**config.mk**
```make
export PLATFORM = sky130hd
export DESIGN_NAME = gfx_fpint
export DESIGN_NICKNAME = d
export VERILOG_FILES = /design/src/gfx_pkg.sv /design/src/gfx_fpint_setup.sv /design/src/gfx_fpint_addsub.sv /design/src/gfx_fpint_shift.sv /design/src/gfx_fpint.sv
export SDC_FILE = /design/constraint.sdc
export NUM_CORES = 2
export LEC_CHECK = 0
export BUFFER_PORTS_ARGS = -buffer_cell sky130_fd_sc_hd__buf_4
export CAP_MARGIN = 15
export CORE_ASPECT_RATIO = 0.9
export CORE_UTILIZATION = 35
export DETAILED_ROUTE_END_ITERATION = 8
export PLACE_DENSITY = 0.54
export SLEW_MARGIN = 20
export SYNTH_ARGS = -nofsm -noshare
export SYNTH_HDL_FRONTEND = slang
export SYNTH_SLANG_ARGS = --single-unit
```
**constraint.sdc**
```tcl
create_clock -name clk -period 3.7 [get_ports clk]
set_input_delay 0.74 -clock clk [delete_from_list [all_inputs] [get_ports clk]]
set_output_delay 0.74 -clock clk [all_outputs]
set_load 0.02 [all_outputs]
```
**src/gfx_pkg.sv**
```systemverilog
package gfx_pkg;

	// ----------------------------------------
	// Lane geometry
	// ----------------------------------------

	localparam int SHADER_LANES = 4;
	localparam int WORD_BITS    = 32;
	localparam int SHAMT_BITS   = 5;

	typedef logic signed [WORD_BITS-1:0] word;   // Two's complement lane value

	typedef word [SHADER_LANES-1:0] lanes_t;

	// ----------------------------------------
	// Operation control
	// ----------------------------------------

	// Conditioning order is swap, abs, zero_b
	typedef struct packed {
		logic                  swap;
		logic                  abs;
		logic                  zero_b;
		logic                  sub;
		logic                  shift_en;
		logic                  shift_signed;   // Arithmetic shift when set
		logic [SHAMT_BITS-1:0] shamt;
		logic                  clamp;          // Applied after the shift
	} fpint_op;

	// ----------------------------------------
	// Stage payloads
	// ----------------------------------------

	// Setup to add/subtract
	typedef struct packed {
		fpint_op op;
		lanes_t  a;
		lanes_t  b;
	} setup_out_t;

	// Add/subtract to shift
	typedef struct packed {
		fpint_op op;
		lanes_t  lanes;
	} addsub_out_t;

endpackage

```
**src/gfx_fpint_setup.sv**
```systemverilog
`timescale 1ns/10ps

module gfx_fpint_setup (
	input  logic                clk,
	input  logic                arst_n,
	input  logic                in_valid,
	input  gfx_pkg::fpint_op    op,
	input  gfx_pkg::lanes_t     a,
	input  gfx_pkg::lanes_t     b,
	output logic                setup_valid,
	output gfx_pkg::setup_out_t setup
);

	import gfx_pkg::*;

	lanes_t swap_a;
	lanes_t swap_b;
	lanes_t abs_a;
	lanes_t abs_b;
	lanes_t cond_b;

	// Wraps, so the most negative word maps to itself
	function automatic word magnitude(input word value);
		word result;
		if (value[WORD_BITS-1]) begin
			result = -value;
		end else begin
			result = value;
		end
		return result;
	endfunction

	// ----------------------------------------
	// Operand conditioning
	// ----------------------------------------

	always_comb begin
		for (int i = 0; i < SHADER_LANES; i++) begin
			if (op.swap) begin
				swap_a[i] = b[i];
				swap_b[i] = a[i];
			end else begin
				swap_a[i] = a[i];
				swap_b[i] = b[i];
			end
		end
	end

	always_comb begin
		for (int i = 0; i < SHADER_LANES; i++) begin
			if (op.abs) begin
				abs_a[i] = magnitude(swap_a[i]);
				abs_b[i] = magnitude(swap_b[i]);
			end else begin
				abs_a[i] = swap_a[i];
				abs_b[i] = swap_b[i];
			end
		end
	end

	always_comb begin
		for (int i = 0; i < SHADER_LANES; i++) begin
			cond_b[i] = op.zero_b ? '0 : abs_b[i];   // Turns an add into a move of a
		end
	end

	// ----------------------------------------
	// Stage register
	// ----------------------------------------

	always_ff @(posedge clk or negedge arst_n) begin
		if (!arst_n) begin
			setup_valid <= 1'b0;
		end else begin
			setup_valid <= in_valid;
		end
	end

	// Payload only moves with a strobe
	always_ff @(posedge clk) begin
		if (in_valid) begin
			setup.op <= op;
			setup.a  <= abs_a;
			setup.b  <= cond_b;
		end
	end

endmodule

```
**src/gfx_fpint_addsub.sv**
```systemverilog
`timescale 1ns/10ps

module gfx_fpint_addsub (
	input  logic                 clk,
	input  logic                 arst_n,
	input  logic                 setup_valid,
	input  gfx_pkg::setup_out_t  setup,
	output logic                 sum_valid,
	output gfx_pkg::addsub_out_t sum
);

	import gfx_pkg::*;

	lanes_t sum_lanes;
	lanes_t operand_b;

	// ----------------------------------------
	// Per-lane adder
	// ----------------------------------------

	// Subtract as a plus inverted b plus one
	always_comb begin
		for (int i = 0; i < SHADER_LANES; i++) begin
			if (setup.op.sub) begin
				operand_b[i] = ~setup.b[i];
			end else begin
				operand_b[i] = setup.b[i];
			end
		end
	end

	always_comb begin
		for (int i = 0; i < SHADER_LANES; i++) begin
			// Carry out dropped, result wraps mod 2^32
			sum_lanes[i] = setup.a[i] + operand_b[i] + word'(setup.op.sub);
		end
	end

	// ----------------------------------------
	// Stage register
	// ----------------------------------------

	always_ff @(posedge clk or negedge arst_n) begin
		if (!arst_n) begin
			sum_valid <= 1'b0;
		end else begin
			sum_valid <= setup_valid;
		end
	end

	always_ff @(posedge clk) begin
		if (setup_valid) begin
			sum.op    <= setup.op;   // Shift and clamp bits still needed downstream
			sum.lanes <= sum_lanes;
		end
	end

endmodule

```
**src/gfx_fpint_shift.sv**
```systemverilog
`timescale 1ns/10ps

module gfx_fpint_shift (
	input  logic                 clk,
	input  logic                 arst_n,
	input  logic                 sum_valid,
	input  gfx_pkg::addsub_out_t sum,
	output logic                 out_valid,
	output gfx_pkg::lanes_t      q
);

	import gfx_pkg::*;

	lanes_t arith;
	lanes_t logic_sh;
	lanes_t shifted;
	lanes_t clamped;

	// ----------------------------------------
	// Right shift
	// ----------------------------------------

	always_comb begin
		for (int i = 0; i < SHADER_LANES; i++) begin
			arith[i]    = $signed(sum.lanes[i]) >>> sum.op.shamt;   // Sign fill
			logic_sh[i] = $unsigned(sum.lanes[i]) >> sum.op.shamt;  // Zero fill
		end
	end

	always_comb begin
		for (int i = 0; i < SHADER_LANES; i++) begin
			if (!sum.op.shift_en) begin
				shifted[i] = sum.lanes[i];
			end else if (sum.op.shift_signed) begin
				shifted[i] = arith[i];
			end else begin
				shifted[i] = logic_sh[i];
			end
		end
	end

	// ----------------------------------------
	// Clamp at zero
	// ----------------------------------------

	always_comb begin
		for (int i = 0; i < SHADER_LANES; i++) begin
			if (sum.op.clamp && shifted[i][WORD_BITS-1]) begin
				clamped[i] = '0;
			end else begin
				clamped[i] = shifted[i];
			end
		end
	end

	// ----------------------------------------
	// Writeback register
	// ----------------------------------------

	always_ff @(posedge clk or negedge arst_n) begin
		if (!arst_n) begin
			out_valid <= 1'b0;
		end else begin
			out_valid <= sum_valid;
		end
	end

	// Holds the last result between strobes
	always_ff @(posedge clk or negedge arst_n) begin
		if (!arst_n) begin
			q <= '0;
		end else if (sum_valid) begin
			q <= clamped;
		end
	end

endmodule

```
**src/gfx_fpint.sv**
```systemverilog
`timescale 1ns/10ps

module gfx_fpint (
	input  logic             clk,
	input  logic             arst_n,
	input  logic             in_valid,
	input  gfx_pkg::fpint_op op,
	input  gfx_pkg::lanes_t  a,
	input  gfx_pkg::lanes_t  b,
	output logic             out_valid,
	output gfx_pkg::lanes_t  q
);

	import gfx_pkg::*;

	logic        setup_valid;
	setup_out_t  setup_data;

	logic        sum_valid;
	addsub_out_t sum_data;

	// ----------------------------------------
	// Stage 1, operand setup
	// ----------------------------------------

	gfx_fpint_setup setup (
		.clk         (clk),
		.arst_n      (arst_n),
		.in_valid    (in_valid),
		.op          (op),
		.a           (a),
		.b           (b),
		.setup_valid (setup_valid),
		.setup       (setup_data)
	);

	// ----------------------------------------
	// Stage 2, add or subtract
	// ----------------------------------------

	gfx_fpint_addsub addsub (
		.clk         (clk),
		.arst_n      (arst_n),
		.setup_valid (setup_valid),
		.setup       (setup_data),
		.sum_valid   (sum_valid),
		.sum         (sum_data)
	);

	// ----------------------------------------
	// Stage 3, shift, clamp and writeback
	// ----------------------------------------

	gfx_fpint_shift shift (
		.clk       (clk),
		.arst_n    (arst_n),
		.sum_valid (sum_valid),
		.sum       (sum_data),
		.out_valid (out_valid),   // Three cycles after in_valid
		.q         (q)
	);

endmodule

```
## After elaboration in Yosys (flattened, before gate mapping)

Cells that the tools add are included.

- Input bits: 271
- Bits in registers: 532
- Output and inout port bits: 129
- Logic and storage cells: 100

- Mux-type cells: 40
- Bitwise logic cells: 4
- Reduce and logical (&&, ||, !) cells: 4
- Shift-type cells: 8
- Add/sub/neg operators: 16

Operators with widths:

| cell | count |
|---|---|
| $mux W32 | 40 |
| $neg A32 Y32 | 8 |
| $add A32 B2 Y32 | 4 |
| $add A32 B32 Y32 | 4 |
| $not A32 Y32 | 4 |
| $shr A32 B5 Y32 | 4 |
| $sshr A32 B5 Y32 | 4 |
| $logic_and A1 B1 Y1 | 4 |

## Longest topological paths before layout

- Depth in word-level cells: 5
- Gate-level depth with buffers: 20
- Depth with buffers taken out: 12

## Hierarchy

Synthesis repeated with hierarchy kept, for this count alone.

- Cell total of the unflattened synthesis: 4,717
- Area, all modules: 45,703.8 µm²

By module, submodules not included:

| module | cells an instance | area an instance (µm²) | sequential area each (µm²) | times used |
|---|---|---|---|---|
| gfx_fpint_setup | 1,933 | 19,148.4 | 8,072.7 | 1 |
| gfx_fpint_shift | 1,631 | 14,761.7 | 3,228.1 | 1 |
| gfx_fpint_addsub | 1,153 | 11,793.8 | 4,229.1 | 1 |

## Least setup slack after synthesis

Ideal clock, no wire load.

- Path type: input-to-reg
- Start: input op[11] (netlist name)
- End: register setup.setup[62] (netlist name)
- Buffers on the path: 9
- Library setup time: 0.266 ns
- Stages: 19
- Arrival: 4.379 ns
- Setup slack: -0.945 ns
- Required time: 3.434 ns
- Path through: buf_4 > buf_4 > buf_4 > buf_4 > buf_2 > buf_4 > buf_2 > buf_4 > buf_4 > mux2i_1 > ha_1 > o221ai_1 > o41ai_2 > a21boi_2 > o21ai_2 > o21bai_4 > nor3_1 > xnor2_1 > nor2_1

- Longest elaborated chain between the ends: 4

RTL lines:

| element | RTL line | source |
|---|---|---|
| from (decl) | gfx_fpint.sv:7 | `input gfx_pkg::fpint_op op,` |
| $mux W32 (*) | gfx_fpint_setup.sv:39 | `if (op.swap) begin` |
| $neg A32 Y32 | gfx_fpint_setup.sv:26 | `result = -value;` |
| $mux W32 | gfx_fpint_setup.sv:25 | `if (value[WORD_BITS-1]) begin` |
| $mux W32 (*) | gfx_fpint_setup.sv:51 | `if (op.abs) begin` |

Mark *: on every way between the ends. The rest lies on a longest branch, timed or not.
A chain may end at the register's enable or synchronous reset.

==> results.tsv <==
metric	value	unit
status	finished with violations	
failing checks	DRC	
CTS tree	built	
max-slew violation count	0	
worst skew pair latency	0.64	ns
Max-Cap Viols	0	
largest area contributor in the netlist	edfxtp_1	
synth warn	0	
count of different cell masters after synthesis	99	
post-layout min period	3.57	ns
Area Overhead vs Synth	17.8	%
Overall Global Routing Usage	0.232	
VDD IR max	0.279	mV
syn avg cell area	9.45	sq um
Reg clk slew, reported paths	0.06	ns
Port-buffer cells	399	
area of the core	120000	sq um
Seq cells post-synth	532	
Setup violations, final	0	
crit path kind	register to register	
P_leak	0.0201	uW
largest net degree at the start of global routing	210	
final hold viol count	0	
clock skew	0.0410	ns
GPL Wtd Cong	0.934	
final worst setup slack	0.129	ns
Setup WS pre-CTS	0.0728	ns
fmax	0.280	GHz
root buffer cell	clkbuf_16	
Residual DRC	21	
Post-Syn Area	42600	sq um
RSZ-0062 raised after global routing	yes	
post-route ant nets	0	
Startpoint Class	register	
Period Utilization, post-route	0.965	
CTS H-tree lvls	3	
Cells after Synth	4502	
DIE AREA	123000	sq um
DRT iter0 DRCs	3997	
ANT cells	0	
Max FO, Critical Path	14	
Num CTS Buffers	66	
ys flop type	edfxtp_1	
pwr dens	559	nW/um^2
Die Y	333	microns
nature of the critical path endpoint	register	
PnR Total Power	28000	uW
first-pass GRT wire length	221000	microns
Syn Nets	4916	
commonest non-fill, non-tap cell in the layout	buf_4	
First-pass DRT Iterations	9	
DR vias	36423	
DP Wirelength	115000	microns
asr flop ratio synth	0.246	
post-synthesis sequential area ratio	0.360	
Final Util	0.418	
ranking of synthesized cells by area	edfxtp_1 (28%), dfrtp_1 (7.7%), mux2i_1 (7.6%)	
slew margin rel.	0.264	
Die W	370	microns
pin slew with the least headroom to its limit	1.10	ns
Via density	5.61	
Post-synth EDFFs	401	
Placement Cell Area	47900	sq um
Critical Path RT	4.05	ns
vias in the first global route	33561	
most frequent cells in the layout	buf_4 (541), nor2_1 (426), edfxtp_1 (401), nand2_1 (396), a21oi_1 (362)	
total gr overflow	0	
layout cell share with drive strength beyond 1	0.179	
HP Class	input port to asynchronous set/reset pin	
Initial Utilization	0.355	
area share of the largest cell type after synthesis	0.283	
nets	5268	
final instance area	50100	sq um
Setup TNS	0	ns
Sink Count	532	
Post-Route WL	148000	microns
WL per Instance	22.8	microns
maximum root-to-sink buffer count	3	
io pins	400	
Critical Path AT	3.92	ns
FP Rows	120	
antenna violations before repair	1	
[what timing repair did]
action / 4_1_cts / 5_1_grt
endpoints found under the hold margin: 0 / 0
buffers inserted: 0 / 3
endpoints found under the setup margin: 0 / 21
hold buffers: 0 / 0
resized for setup: 0 / 15
[worst max-delay path: stages (launching register included)]
cell       delay, ns
edfxtp_1        0.43
buf_4           0.18
clkbuf_16       0.19
xor2_1          0.17
ha_1            0.34
a21oi_1         0.16
nand2_1         0.06
or3_1           0.43
a31oi_2         0.24
o31ai_1         0.13
o41a_1          0.43
a21bo_2         0.25
a21oi_1         0.20
xnor2_1         0.08
[flip-flops by register name (all words and copies together), names as in the netlist]
name               count
addsub.sum_valid       1
addsub.sum           136
shift.q              128
setup.setup_valid      1
setup.setup          265
shift.out_valid        1
[path summary, 6_finish.rpt]
kind,start,endpoint,slack [ns],depth (start not counted)
max in group asynchronous,arst_n,shift.q[102],2.88,2
max,setup.setup[264],addsub.sum[27],0.13,13
max reg2reg,setup.setup[264],addsub.sum[27],0.13,13
min,arst_n,shift.q[35],0.05,1
min reg2reg,setup.setup[261],addsub.sum[133],0.42,0
min in group clk,op[0],setup.setup[256],0.28,1
[final cells by class]
cell class / count / area, sq um
timing repair buffer: 566 / 4550
inverter: 78 / 298
multi-input combinational: 3610 / 25800
clock buffer: 89 / 1820
clock inverter: 31 / 313
fill: 11815 / 69700
tap: 1586 / 1980
sequential: 532 / 15300
[kinds of logic after synthesis]
logic type               synth area share
buffers and inverters              0.0366
adder cells (fa/ha/maj)            0.0427
AND/OR/NAND/NOR                     0.143
AO/OA/AOI/OAI                       0.187
multiplexers                        0.135
flip-flops                          0.360
XOR/XNOR                           0.0963
[layer usage]
| layer | part of all wire | wire [microns] | vias to the layer above | global-route usage |
|---|---|---|---|---|
| met4 | 0.019 | 2850 | 0 | 0.0522 |
| met1 | 0.54 | 79300 | 17384 | 0.399 |
| met2 | 0.37 | 54600 | 1455 | 0.287 |
| li1 | - | - | 17440 | - |
| met3 | 0.076 | 11300 | 144 | 0.0356 |
| met5 | 0 | 0 | - | 0 |
[through the flow]
stage / std cells / hold slack [ns]
2_1_floorplan: 4502 / 0.400
3_3_place_gp: 6368 / 0.405
3_5_place_dp: 6368 / 0.406
4_1_cts: 6488 / 0.0287
5_1_grt: 6492 / 0.0725
6_report: 6492 / 0.0535
[Yosys cell counts, types with 10 or more instances]
cell and count:
and2_1 42, buf_4 38, mux2i_1 322, a211oi_1 65, o31ai_1 25, xnor2_1 190, nand2b_1 40, mux2_2 38
nor2b_1 46, nor3_1 135, o2bb2ai_1 76, a21oi_1 363, or2_2 13, and3_1 32, dfrtp_1 131, buf_1 45
a21o_1 66, o21a_1 31, nand4_1 26, edfxtp_1 401, a31oi_1 51, inv_1 73, mux4_2 92, nor2_1 427
nor4_1 10, buf_2 32, or3_1 23, a22o_1 38, o21ai_0 307, o211ai_1 63, clkbuf_1 164, o221ai_1 16
nor3b_1 27, nand3_1 46, xor2_1 278, ha_1 139, nand2_1 396
[power by group]
group / total [uW] / internal, uW / switching [uW]
Combinational: 11800 / 4960 / 6880
Clock: 6460 / 3770 / 2690
Sequential: 9710 / 8140 / 1570
Note: power is estimated with default switching activity, not from simulation.
